`src/hdl/wb_bus_pkg.sv`:
```
// Wishbone classic bus description for the cache bus master.
// Fixed 32-bit address and data with 4 byte lanes.
// The address split assumes a 16-byte line of four 32-bit words.
`default_nettype none

package wb_bus_pkg;

    // ==================================================
    // bus widths
    // ==================================================
    localparam int WB_DATA_W = 32;
    localparam int WB_SEL_W  = 4;

    // ==================================================
    // address layout
    // ==================================================
    // the split view is the one the burst logic wraps on
    typedef struct packed {
        logic [27:0] line;
        logic [1:0]  word;
        logic [1:0]  byte_off;
    } wb_addr_split_t;

    // one address word read either flat or as line, word and byte
    typedef union packed {
        logic [31:0]    flat;
        wb_addr_split_t split;
    } wb_addr_t;

    // ==================================================
    // byte select patterns
    // ==================================================
    // every read fetches the full word
    localparam logic [WB_SEL_W-1:0] SEL_ALL = 4'b1111;
    localparam logic [WB_SEL_W-1:0] SEL_B0  = 4'b0001;
    localparam logic [WB_SEL_W-1:0] SEL_B1  = 4'b0010;
    localparam logic [WB_SEL_W-1:0] SEL_B2  = 4'b0100;
    localparam logic [WB_SEL_W-1:0] SEL_B3  = 4'b1000;
    localparam logic [WB_SEL_W-1:0] SEL_HI  = 4'b1100;

endpackage

`default_nettype wire

```
`src/hdl/wb_master_pkg.sv`:
```
// Control types of the cache bus master.
// The burst length is tied to the word field of the bus address.
`default_nettype none

package wb_master_pkg;

    // ==================================================
    // sequencer states
    // ==================================================
    // a single transfer goes straight to the last-ack wait
    typedef enum logic [2:0] {
        SEQ_IDLE     = 3'd0,
        SEQ_BURST1   = 3'd1,
        SEQ_BURST2   = 3'd2,
        SEQ_BURST3   = 3'd3,
        SEQ_WAIT_ACK = 3'd4
    } seq_state_t;

    // beats in one quad-word line fill
    localparam int BURST_BEATS = 4;

    // owner of the transfer in flight
    typedef enum logic {
        REQ_ICACHE = 1'b0,
        REQ_DCACHE = 1'b1
    } requester_t;

endpackage

`default_nettype wire

```
`src/hdl/req_arbiter.sv`:
```
// Request arbiter for the instruction and data cache ports.
// Requests are held levels and the data cache always wins.
// Only one transfer is in flight; a new grant waits for done.
// Instruction cache requests are always reads.
`default_nettype none

module req_arbiter
(
    input  wire                                     i_clk,
    input  wire                                     quick_n_reset,
    input  wire                                     i_icache_req,
    input  wire                                     i_icache_qword,
    input  wire [31:0]                              i_icache_address,
    input  wire                                     i_dcache_req,
    input  wire                                     i_dcache_qword,
    input  wire                                     i_dcache_write,
    input  wire [wb_bus_pkg::WB_DATA_W-1:0]         i_dcache_write_data,
    input  wire [wb_bus_pkg::WB_SEL_W-1:0]          i_dcache_byte_enable,
    input  wire [31:0]                              i_dcache_address,
    input  wire                                     i_done,
    output logic                                    o_start,
    output wb_bus_pkg::wb_addr_t                    o_addr,
    output logic                                    o_qword,
    output logic                                    o_write,
    output logic [wb_bus_pkg::WB_DATA_W-1:0]        o_wdata,
    output logic [wb_bus_pkg::WB_SEL_W-1:0]         o_sel,
    output wb_master_pkg::requester_t               o_owner
);

    // low address bits implied by a write byte enable
    function automatic logic [1:0] byte_from_sel(input logic [wb_bus_pkg::WB_SEL_W-1:0] sel);
        logic [1:0] off;
        case (sel)
            wb_bus_pkg::SEL_B0: off = 2'd0;
            wb_bus_pkg::SEL_B1: off = 2'd1;
            wb_bus_pkg::SEL_B2: off = 2'd2;
            wb_bus_pkg::SEL_B3: off = 2'd3;
            wb_bus_pkg::SEL_HI: off = 2'd2;
            default:            off = 2'd0;
        endcase
        return off;
    endfunction

    logic                 busy_r;
    logic                 grant;
    wb_bus_pkg::wb_addr_t dc_addr;
    wb_bus_pkg::wb_addr_t ic_addr;

    // ==================================================
    // grant decision
    // ==================================================
    // the done cycle is skipped so a request being dropped is not taken twice
    assign grant = !busy_r && !o_start && !i_done && (i_dcache_req || i_icache_req);

    // reads are word aligned, writes carry the byte lane in the low bits
    always_comb
    begin
        dc_addr.flat = i_dcache_address;
        dc_addr.split.byte_off = i_dcache_write ? byte_from_sel(i_dcache_byte_enable) : 2'd0;
        ic_addr.flat = i_icache_address;
        ic_addr.split.byte_off = 2'd0;
    end

    // start is a one-cycle pulse, busy covers the rest of the transfer
    always_ff @(posedge i_clk)
    begin
        if (!quick_n_reset)
        begin
            o_start <= 1'b0;
            busy_r  <= 1'b0;
        end
        else
        begin
            o_start <= grant;
            busy_r  <= (busy_r || o_start) && !i_done;
        end
    end

    // ==================================================
    // registered request attributes
    // ==================================================
    always_ff @(posedge i_clk)
    begin
        if (grant)
        begin
            if (i_dcache_req)
            begin
                o_addr  <= dc_addr;
                // a write is never turned into a burst
                o_qword <= i_dcache_qword && !i_dcache_write;
                o_write <= i_dcache_write;
                o_wdata <= i_dcache_write_data;
                o_sel   <= i_dcache_write ? i_dcache_byte_enable : wb_bus_pkg::SEL_ALL;
                o_owner <= wb_master_pkg::REQ_DCACHE;
            end
            else
            begin
                o_addr  <= ic_addr;
                o_qword <= i_icache_qword;
                o_write <= 1'b0;
                o_wdata <= i_dcache_write_data;
                o_sel   <= wb_bus_pkg::SEL_ALL;
                o_owner <= wb_master_pkg::REQ_ICACHE;
            end
        end
    end

    // once busy, no new start may appear until the sequencer reports done
    a_no_start_busy: assert property (@(posedge i_clk) disable iff (!quick_n_reset)
        (busy_r && !i_done) |=> !o_start);

endmodule

`default_nettype wire

```
`src/hdl/wb_sequencer.sv`:
```
// Wishbone bus sequencer for single transfers and wrapping line bursts.
// A burst is four reads that wrap inside one 16-byte line.
// Only a missing ack stalls; bus outputs hold until it arrives.
// Done pulses on the edge after the final ack.
`default_nettype none

module wb_sequencer
(
    input  wire                                     i_clk,
    input  wire                                     quick_n_reset,
    input  wire                                     i_start,
    input  wb_bus_pkg::wb_addr_t                    i_addr,
    input  wire                                     i_qword,
    input  wire                                     i_write,
    input  wire [wb_bus_pkg::WB_DATA_W-1:0]         i_wdata,
    input  wire [wb_bus_pkg::WB_SEL_W-1:0]          i_sel,
    input  wire                                     i_wb_ack,
    output logic                                    o_done,
    output logic [31:0]                             o_wb_adr,
    output logic [wb_bus_pkg::WB_SEL_W-1:0]         o_wb_sel,
    output logic                                    o_wb_we,
    output logic [wb_bus_pkg::WB_DATA_W-1:0]        o_wb_dat,
    output logic                                    o_wb_cyc,
    output logic                                    o_wb_stb
);

    wb_master_pkg::seq_state_t state_q;
    wb_bus_pkg::wb_addr_t      adr_q;
    logic [1:0]                next_word;
    logic                      in_burst;
    logic                      load;

    assign o_wb_adr = adr_q.flat;
    assign load     = (state_q == wb_master_pkg::SEQ_IDLE) && i_start;
    assign in_burst = state_q inside {wb_master_pkg::SEQ_BURST1,
                                      wb_master_pkg::SEQ_BURST2,
                                      wb_master_pkg::SEQ_BURST3};

    // word index steps through the line and wraps back to word zero
    assign next_word = 2'((adr_q.split.word + 1) % wb_master_pkg::BURST_BEATS);

    // ==================================================
    // control state
    // ==================================================
    always_ff @(posedge i_clk)
    begin
        if (!quick_n_reset)
        begin
            state_q  <= wb_master_pkg::SEQ_IDLE;
            o_wb_stb <= 1'b0;
            o_wb_cyc <= 1'b0;
            o_wb_we  <= 1'b0;
            o_done   <= 1'b0;
        end
        else
        begin
            o_done <= 1'b0;
            case (state_q)
                wb_master_pkg::SEQ_IDLE:
                begin
                    if (i_start)
                    begin
                        o_wb_stb <= 1'b1;
                        o_wb_cyc <= 1'b1;
                        o_wb_we  <= i_write;
                        state_q  <= i_qword ? wb_master_pkg::SEQ_BURST1
                                            : wb_master_pkg::SEQ_WAIT_ACK;
                    end
                end
                wb_master_pkg::SEQ_BURST1:
                    if (i_wb_ack)
                        state_q <= wb_master_pkg::SEQ_BURST2;
                wb_master_pkg::SEQ_BURST2:
                    if (i_wb_ack)
                        state_q <= wb_master_pkg::SEQ_BURST3;
                wb_master_pkg::SEQ_BURST3:
                    if (i_wb_ack)
                        state_q <= wb_master_pkg::SEQ_WAIT_ACK;
                wb_master_pkg::SEQ_WAIT_ACK:
                begin
                    // last ack ends the bus cycle and releases the arbiter
                    if (i_wb_ack)
                    begin
                        o_wb_stb <= 1'b0;
                        o_wb_cyc <= 1'b0;
                        o_wb_we  <= 1'b0;
                        o_done   <= 1'b1;
                        state_q  <= wb_master_pkg::SEQ_IDLE;
                    end
                end
                default:
                    state_q <= wb_master_pkg::SEQ_IDLE;
            endcase
        end
    end

    // ==================================================
    // address, select and write data
    // ==================================================
    always_ff @(posedge i_clk)
    begin
        if (load)
        begin
            adr_q.flat <= i_addr.flat;
            o_wb_sel   <= i_sel;
            o_wb_dat   <= i_wdata;
        end
        else if (in_burst && i_wb_ack)
        begin
            adr_q.split.word <= next_word;
        end
    end

    a_stb_cyc: assert property (@(posedge i_clk) disable iff (!quick_n_reset)
        o_wb_stb |-> o_wb_cyc);

    // a stalled beat keeps every bus output steady
    a_hold: assert property (@(posedge i_clk) disable iff (!quick_n_reset)
        (o_wb_stb && !i_wb_ack) |=> (o_wb_stb && $stable(o_wb_adr) && $stable(o_wb_sel)
            && $stable(o_wb_we) && $stable(o_wb_dat)));

    a_burst1: assert property (@(posedge i_clk) disable iff (!quick_n_reset)
        (state_q == wb_master_pkg::SEQ_BURST1 && i_wb_ack)
            |=> state_q == wb_master_pkg::SEQ_BURST2);
    a_burst2: assert property (@(posedge i_clk) disable iff (!quick_n_reset)
        (state_q == wb_master_pkg::SEQ_BURST2 && i_wb_ack)
            |=> state_q == wb_master_pkg::SEQ_BURST3);
    a_burst3: assert property (@(posedge i_clk) disable iff (!quick_n_reset)
        (state_q == wb_master_pkg::SEQ_BURST3 && i_wb_ack)
            |=> state_q == wb_master_pkg::SEQ_WAIT_ACK);

endmodule

`default_nettype wire

```
`src/hdl/reply_router.sv`:
```
// Reply router back to the two caches.
// Ready follows the bus ack in the same cycle, one pulse per beat.
// Read data is shared; only the ready tells a cache it is valid.
`default_nettype none

module reply_router
(
    input  wire                                     i_clk,
    input  wire                                     quick_n_reset,
    input  wire                                     i_start,
    input  wb_master_pkg::requester_t               i_owner,
    input  wire                                     i_wb_ack,
    input  wire                                     i_wb_we,
    input  wire [wb_bus_pkg::WB_DATA_W-1:0]         i_wb_dat,
    output logic                                    o_icache_ready,
    output logic [wb_bus_pkg::WB_DATA_W-1:0]        o_icache_read_data,
    output logic                                    o_dcache_ready,
    output logic [wb_bus_pkg::WB_DATA_W-1:0]        o_dcache_read_data
);

    wb_master_pkg::requester_t owner_q;

    // the owner is captured once per transfer, before its first ack
    always_ff @(posedge i_clk)
    begin
        if (!quick_n_reset)
            owner_q <= wb_master_pkg::REQ_ICACHE;
        else if (i_start)
            owner_q <= i_owner;
    end

    // ==================================================
    // ack steering
    // ==================================================
    // only the data cache ever writes, so a write ack is always its ready
    assign o_dcache_ready = i_wb_ack && (i_wb_we || owner_q == wb_master_pkg::REQ_DCACHE);
    assign o_icache_ready = i_wb_ack && !i_wb_we && owner_q == wb_master_pkg::REQ_ICACHE;

    assign o_icache_read_data = i_wb_dat;
    assign o_dcache_read_data = i_wb_dat;

    // the arbiter must have handed any write to the data cache
    a_write_owner: assert property (@(posedge i_clk) disable iff (!quick_n_reset)
        (i_wb_ack && i_wb_we) |-> (!o_icache_ready && owner_q == wb_master_pkg::REQ_DCACHE));

endmodule

`default_nettype wire

```
`src/hdl/a25_wb_master.sv`:
```
// Wishbone master for the instruction and data caches of a small core.
// Quad-word requests become wrapping four-beat read bursts.
// Writes are single beats with byte enables and ready on their ack.
// Cache requests must be held until ready; ready cannot be stalled.
`default_nettype none

module a25_wb_master
(
    input  wire                                     i_clk,
    input  wire                                     quick_n_reset,

    // instruction cache
    input  wire                                     i_icache_req,
    input  wire                                     i_icache_qword,
    input  wire [31:0]                              i_icache_address,
    output logic [wb_bus_pkg::WB_DATA_W-1:0]        o_icache_read_data,
    output logic                                    o_icache_ready,

    // data cache
    input  wire                                     i_dcache_req,
    input  wire                                     i_dcache_qword,
    input  wire                                     i_dcache_write,
    input  wire [wb_bus_pkg::WB_DATA_W-1:0]         i_dcache_write_data,
    input  wire [wb_bus_pkg::WB_SEL_W-1:0]          i_dcache_byte_enable,
    input  wire [31:0]                              i_dcache_address,
    output logic [wb_bus_pkg::WB_DATA_W-1:0]        o_dcache_read_data,
    output logic                                    o_dcache_ready,

    // wishbone bus
    output logic [31:0]                             o_wb_adr,
    output logic [wb_bus_pkg::WB_SEL_W-1:0]         o_wb_sel,
    output logic                                    o_wb_we,
    input  wire [wb_bus_pkg::WB_DATA_W-1:0]         i_wb_dat,
    output logic [wb_bus_pkg::WB_DATA_W-1:0]        o_wb_dat,
    output logic                                    o_wb_cyc,
    output logic                                    o_wb_stb,
    input  wire                                     i_wb_ack
);

    logic                                   start;
    logic                                   done;
    wb_bus_pkg::wb_addr_t                   addr;
    logic                                   qword;
    logic                                   write;
    logic [wb_bus_pkg::WB_DATA_W-1:0]       wdata;
    logic [wb_bus_pkg::WB_SEL_W-1:0]        sel;
    wb_master_pkg::requester_t              owner;

    // ==================================================
    // input side, bus sequencing, reply side
    // ==================================================
    req_arbiter u_arbiter (
        .i_clk                (i_clk),
        .quick_n_reset        (quick_n_reset),
        .i_icache_req         (i_icache_req),
        .i_icache_qword       (i_icache_qword),
        .i_icache_address     (i_icache_address),
        .i_dcache_req         (i_dcache_req),
        .i_dcache_qword       (i_dcache_qword),
        .i_dcache_write       (i_dcache_write),
        .i_dcache_write_data  (i_dcache_write_data),
        .i_dcache_byte_enable (i_dcache_byte_enable),
        .i_dcache_address     (i_dcache_address),
        .i_done               (done),
        .o_start              (start),
        .o_addr               (addr),
        .o_qword              (qword),
        .o_write              (write),
        .o_wdata              (wdata),
        .o_sel                (sel),
        .o_owner              (owner)
    );

    wb_sequencer u_sequencer (
        .i_clk         (i_clk),
        .quick_n_reset (quick_n_reset),
        .i_start       (start),
        .i_addr        (addr),
        .i_qword       (qword),
        .i_write       (write),
        .i_wdata       (wdata),
        .i_sel         (sel),
        .i_wb_ack      (i_wb_ack),
        .o_done        (done),
        .o_wb_adr      (o_wb_adr),
        .o_wb_sel      (o_wb_sel),
        .o_wb_we       (o_wb_we),
        .o_wb_dat      (o_wb_dat),
        .o_wb_cyc      (o_wb_cyc),
        .o_wb_stb      (o_wb_stb)
    );

    // the router reads the registered write enable back from the bus side
    reply_router u_router (
        .i_clk              (i_clk),
        .quick_n_reset      (quick_n_reset),
        .i_start            (start),
        .i_owner            (owner),
        .i_wb_ack           (i_wb_ack),
        .i_wb_we            (o_wb_we),
        .i_wb_dat           (i_wb_dat),
        .o_icache_ready     (o_icache_ready),
        .o_icache_read_data (o_icache_read_data),
        .o_dcache_ready     (o_dcache_ready),
        .o_dcache_read_data (o_dcache_read_data)
    );

endmodule

`default_nettype wire

```
`config.mk`:
```
export PLATFORM = sky130hd
export DESIGN_NAME = a25_wb_master
export DESIGN_NICKNAME = d
export VERILOG_FILES = /design/src/hdl/wb_bus_pkg.sv /design/src/hdl/wb_master_pkg.sv /design/src/hdl/req_arbiter.sv /design/src/hdl/wb_sequencer.sv /design/src/hdl/reply_router.sv /design/src/hdl/a25_wb_master.sv
export SDC_FILE = /design/constraint.sdc
export NUM_CORES = 1
export LEC_CHECK = 0
export BUFFER_PORTS_ARGS = -buffer_cell sky130_fd_sc_hd__buf_2
export CAP_MARGIN = 5
export CORE_MARGIN = 2
export CORE_UTILIZATION = 46
export DETAILED_ROUTE_END_ITERATION = 10
export PLACE_DENSITY_LB_ADDON = 0.1
export RECOVER_POWER = 100
export SLEW_MARGIN = 40
export SYNTH_ARGS = -nofsm -noshare
export SYNTH_HDL_FRONTEND = slang
export SYNTH_HIERARCHICAL = 1
export SYNTH_SLANG_ARGS = --single-unit
```
`constraint.sdc`:
```
create_clock -name i_clk -period 6.4 [get_ports i_clk]
set_input_delay 0.96 -clock i_clk [delete_from_list [all_inputs] [get_ports i_clk]]
set_output_delay 0.96 -clock i_clk [all_outputs]
set_load 0.03 [all_outputs]
```
==> impl_results.html <==
<table>
<tr><th>Metric</th><th>Value</th></tr>
<tr><th colspan="2">Logic synthesis</th></tr>
<tr><td>Ys Warns</td><td>6</td></tr>
<tr><td>Register area share after synthesis</td><td>76.13%</td></tr>
<tr><td>Net count of the mapped netlist</td><td>441</td></tr>
<tr><td>Synthesized netlist cell count</td><td>301</td></tr>
<tr><td>Main combinational cell family by area after synthesis</td><td>buffers and inverters</td></tr>
<tr><td>Mux contribution to synthesized area</td><td>7.854%</td></tr>
<tr><td>Post-synthesis share of cell area spent on xor and xnor gates</td><td>0.4594%</td></tr>
<tr><td>Arithmetic-cell share of the synthesized area counting full adders, half adders and majority gates</td><td>0%</td></tr>
<tr><td>Cell Area, Synth</td><td>5719 sq um</td></tr>
<tr><td>Flop and latch count out of synthesis</td><td>148</td></tr>
<tr><td>Async S/R FF share, synth</td><td>0%</td></tr>
<tr><td>Post-synth cell types</td><td>35</td></tr>
<tr><td>Simple-gate area share of the yosys netlist</td><td>3.807%</td></tr>
<tr><td>Dominant cells by area after synthesis</td><td>edfxtp_1, buf_4, mux2_4</td></tr>
<tr><td>Complex-gate fraction of the synthesized area</td><td>1.488%</td></tr>
<tr><td>Number of flops mapped to enable cells by yosys</td><td>139</td></tr>
<tr><td>Area share of the leading cell type in the synthesized netlist</td><td>72.98%</td></tr>
<tr><td>Largest area contributor in the synthesized netlist</td><td>edfxtp_1</td></tr>
<tr><td>Most common cell in the synthesized netlist</td><td>edfxtp_1</td></tr>
<tr><td>Commonest cells in the synthesized netlist</td><td>edfxtp_1, buf_4, mux2_4</td></tr>
<tr><td>Post-Synthesis Mean Instance Area</td><td>19.00 sq um</td></tr>
<tr><td>Flip-flop cell with the highest count after synthesis</td><td>edfxtp_1</td></tr>
<tr><th colspan="2">Timing</th></tr>
<tr><td>Unrepaired setup endpoints after global routing</td><td>false</td></tr>
<tr><td>Min cycle time layout</td><td>4.198 ns</td></tr>
<tr><td>Achievable Freq</td><td>0.2382 GHz</td></tr>
<tr><td>Worst Skew</td><td>0.004100 ns</td></tr>
<tr><td>Count of final setup violators</td><td>0</td></tr>
<tr><td>Share of the clock period used by the worst path after layout</td><td>65.60%</td></tr>
<tr><td>Hold WS</td><td>0.4155 ns</td></tr>
<tr><td>Count of final hold-check violations</td><td>0</td></tr>
<tr><td>Setup_tns</td><td>0 ns</td></tr>
<tr><td>Worst-case headroom to the max-slew limit</td><td>-76.21%</td></tr>
<tr><td>Tightest Pin Transition</td><td>2.643 ns</td></tr>
<tr><td>Final Max Slew Viols</td><td>87</td></tr>
<tr><th colspan="2">Detailed routing</th></tr>
<tr><td>Count of unresolved DRC violations after routing</td><td>0</td></tr>
<tr><td>Via-per-instance ratio</td><td>4.565</td></tr>
<tr><td>Count of antenna-violating nets left after detailed routing</td><td>0</td></tr>
<tr><td>Number of DRC markers in iteration 0</td><td>205</td></tr>
<tr><td>WL per Instance</td><td>16.98 um</td></tr>
<tr><td>Total number of vias</td><td>2,789</td></tr>
<tr><td>Routed Wire Length</td><td>10.38 mm</td></tr>
<tr><td>Drt pass-1 iters</td><td>4</td></tr>
<tr><th colspan="2">Die</th></tr>
<tr><td>Die W</td><td>115.5 um</td></tr>
<tr><td>Vertical die dimension</td><td>115.5 um</td></tr>
<tr><td>Initial Utilization</td><td>47.42%</td></tr>
<tr><td>Standard cell core area</td><td>12,060 sq um</td></tr>
<tr><td>Site Rows</td><td>40</td></tr>
<tr><td>Boundary Pins</td><td>277</td></tr>
<tr><td>Floorplan die area</td><td>13,340 sq um</td></tr>
<tr><th colspan="2">Worst setup path</th></tr>
<tr><td>Data arrival, critical path</td><td>4.23 ns</td></tr>
<tr><td>Maximum fanout along the worst path</td><td>58</td></tr>
<tr><td>Endpoint of the worst-slack reg-to-reg timing path</td><td>u_sequencer/o_wb_dat[7]$_DFFE_PP_</td></tr>
<tr><td>CP Class</td><td>input port to register</td></tr>
<tr><td>CP Data Required Time</td><td>6.43 ns</td></tr>
<tr><td>Setup slack, reg-to-reg</td><td>2.26 ns</td></tr>
<tr><td>Beginning of the worst register-to-register path</td><td>u_arbiter/o_start$_SDFF_PN0_</td></tr>
<tr><td>Depth of the worst register-to-register path</td><td>2</td></tr>
<tr><td>Category of the worst setup path capture point</td><td>register</td></tr>
<tr><td>Startpoint type of the worst setup path</td><td>input port</td></tr>
<tr><th colspan="2">GRT</th></tr>
<tr><td>Via count of the first global-routing pass</td><td>2,801</td></tr>
<tr><td>Pin count of the biggest net entering global routing</td><td>59</td></tr>
<tr><td>Global Route Usage Sum</td><td>15.46%</td></tr>
<tr><td>Antenna violations before repair</td><td>1</td></tr>
<tr><td>Residual overflow from global routing</td><td>0</td></tr>
<tr><td>First-pass GRT wire length</td><td>14.99 mm</td></tr>
<tr><th colspan="2">Hold path</th></tr>
<tr><td>Worst min path class</td><td>register to register</td></tr>
<tr><td>Hold endpoint</td><td>u_sequencer/o_wb_adr[30]$_DFFE_PP_</td></tr>
<tr><td>Launch point of the worst hold path</td><td>u_arbiter/o_addr[30]$_DFFE_PP_</td></tr>
<tr><td>Hold Path Depth</td><td>0</td></tr>
<tr><th colspan="2">CTS</th></tr>
<tr><td>CTS Hold Buffers Added</td><td>0</td></tr>
<tr><td>Root Buffer</td><td>clkbuf_16</td></tr>
<tr><td>Number of clock buffers inserted by TritonCTS</td><td>17</td></tr>
<tr><td>CTS tree</td><td>done</td></tr>
<tr><td>Insertion delay of the later-clocked pin in the worst-skew pair</td><td>0.41 ns</td></tr>
<tr><td>Number of H-tree levels</td><td>4</td></tr>
<tr><td>Clk pin slew, worst setup/hold paths</td><td>0.06 ns</td></tr>
<tr><td>Post-CTS setup buffer count</td><td>0</td></tr>
<tr><td>Count of cells resized by post-cts repair</td><td>0</td></tr>
<tr><td>Longest Clk Path Bufs</td><td>2</td></tr>
<tr><td>TritonCTS Sinks</td><td>148</td></tr>
<tr><th colspan="2">Status</th></tr>
<tr><td>Failing checks</td><td>max-capacitance violations, max-slew violations</td></tr>
<tr><td>Run status</td><td>complete, but fails checks</td></tr>
<tr><th colspan="2">Finish</th></tr>
<tr><td>Final Util</td><td>55.08%</td></tr>
<tr><td>Filler cells</td><td>1,043</td></tr>
<tr><td>Combined area of the multi-input logic cells</td><td>668.1 sq um</td></tr>
<tr><td>Share of post-route cells with drive strength above 1</td><td>31.83%</td></tr>
<tr><td>Count of inserted antenna diode cells</td><td>0</td></tr>
<tr><td>Area overhead of the layout relative to synthesis</td><td>16.17%</td></tr>
<tr><td>Storage cell area</td><td>4354 sq um</td></tr>
<tr><td>Number of nets in the final layout</td><td>570</td></tr>
<tr><th colspan="2">Pwr</th></tr>
<tr><td>Power density cells</td><td>369.1 nW/um^2</td></tr>
<tr><td>Maximum resistive drop on vdd</td><td>142.9 uV</td></tr>
<tr><td>Power Total</td><td>2.452 mW</td></tr>
<tr><td>Static leakage</td><td>2.396 nW</td></tr>
<tr><th colspan="2">Place</th></tr>
<tr><td>HPWL after detailed placement</td><td>7.456 mm</td></tr>
<tr><td>RePlAce Congestion</td><td>0.7020</td></tr>
<tr><td>Count of port buffers added during placement</td><td>176</td></tr>
<tr><th colspan="2">Flow run</th></tr>
<tr><td>Max-cap violation count</td><td>2</td></tr>
</table>
## where the power goes
part	switching, mW	total (mW)	internal [mW]
Combinational	0.184	0.247	0.0635
Clock	0.364	0.975	0.611
Sequential	0.0319	1.23	1.20
## area by class of cell
cell class	count	share of cell area [%]
clock inverter	13	2.373
sequential	148	65.54
timing repair buffer	181	12.18
tap	168	3.164
inverter	3	0.1695
multi-input combinational	79	10.06
clock buffer	19	6.516
## routing by layer
layer,share of wire (%),routed length (um),global-route usage (%),up-vias
li1,-,-,-,1314
met1,37,3871,17.05,1287
met2,49,5116,25.65,166
met3,11,1162,6.695,20
met4,2.0,211,7.631,2
met5,0.13,13,0,-
## layout by cell type, fill, tap and decap left out, types with 2 or more instances in the layout
cell	instances
clkbuf_1	81
a31oi_1	2
bufinv_16	3
nor4_4	2
nor4b_1	2
o21ai_0	6
inv_1	3
a21oi_1	2
nor2_1	5
or2_2	4
dfxtp_1	9
clkinv_2	3
edfxtp_1	139
clkinv_4	2
nor4_1	2
buf_2	101
clkbuf_16	17
o21a_1	2
nand2b_1	2
mux2_2	3
mux2_1	27
clkinvlp_4	3
xnor2_1	2
nand2_1	7
## state kept, by name, summed over array words and instances (netlist names)
name and cells:
u_sequencer/o_wb_dat 32, u_router/owner_q 1, u_sequencer/o_wb_stb 1, u_arbiter/busy_r 1
u_arbiter/o_addr 32, u_arbiter/o_qword 1, u_sequencer/o_wb_we 1, u_arbiter/o_write 1
u_arbiter/o_owner 1, u_sequencer/o_wb_sel 4, u_arbiter/o_wdata 32, u_sequencer/state_q 3
u_arbiter/o_start 1, u_sequencer/o_done 1, u_sequencer/o_wb_adr 32, u_arbiter/o_sel 4
## worst max path at each step
stage	from	cells after the start	end
finish	i_dcache_req	6	u_arbiter/o_addr[18]$_DFFE_PP_
global placement	i_dcache_req	5	u_arbiter/o_addr[13]$_DFFE_PP_
detailed placement	i_dcache_req	6	u_arbiter/o_addr[14]$_DFFE_PP_
CTS	i_dcache_req	6	u_arbiter/o_addr[19]$_DFFE_PP_
floorplan	i_dcache_req	4	u_arbiter/o_addr[0]$_SDFFCE_PN0P_
global route	i_dcache_req	6	u_arbiter/o_addr[18]$_DFFE_PP_
## stage by stage
step | std cells | worst slack (ns) | cell area, sq um
2_1_floorplan | 301 | 0.7400 | 5719
3_3_place_gp | 578 | 2.803 | 6274
3_5_place_dp | 579 | 2.966 | 6281
4_1_cts | 611 | 3.397 | 6872
5_1_grt | 611 | 1.827 | 6644
6_report | 611 | 2.202 | 6644
## logic make-up after synthesis
| logic type | Yosys count |
|---|---|
| AND/OR/NAND/NOR | 31 |
| XOR/XNOR | 3 |
| flip-flops | 148 |
| multiplexers | 31 |
| buffers and inverters | 74 |
| AO/OA/AOI/OAI | 14 |
## critical path, cell delays in order
cell	delay (ns)
buf_2	0.07
clkbuf_1	1.33
nor2_2	0.20
nor4_4	0.46
clkbuf_1	0.47
buf_4	0.69
Power figures use the tool's default switching activity.
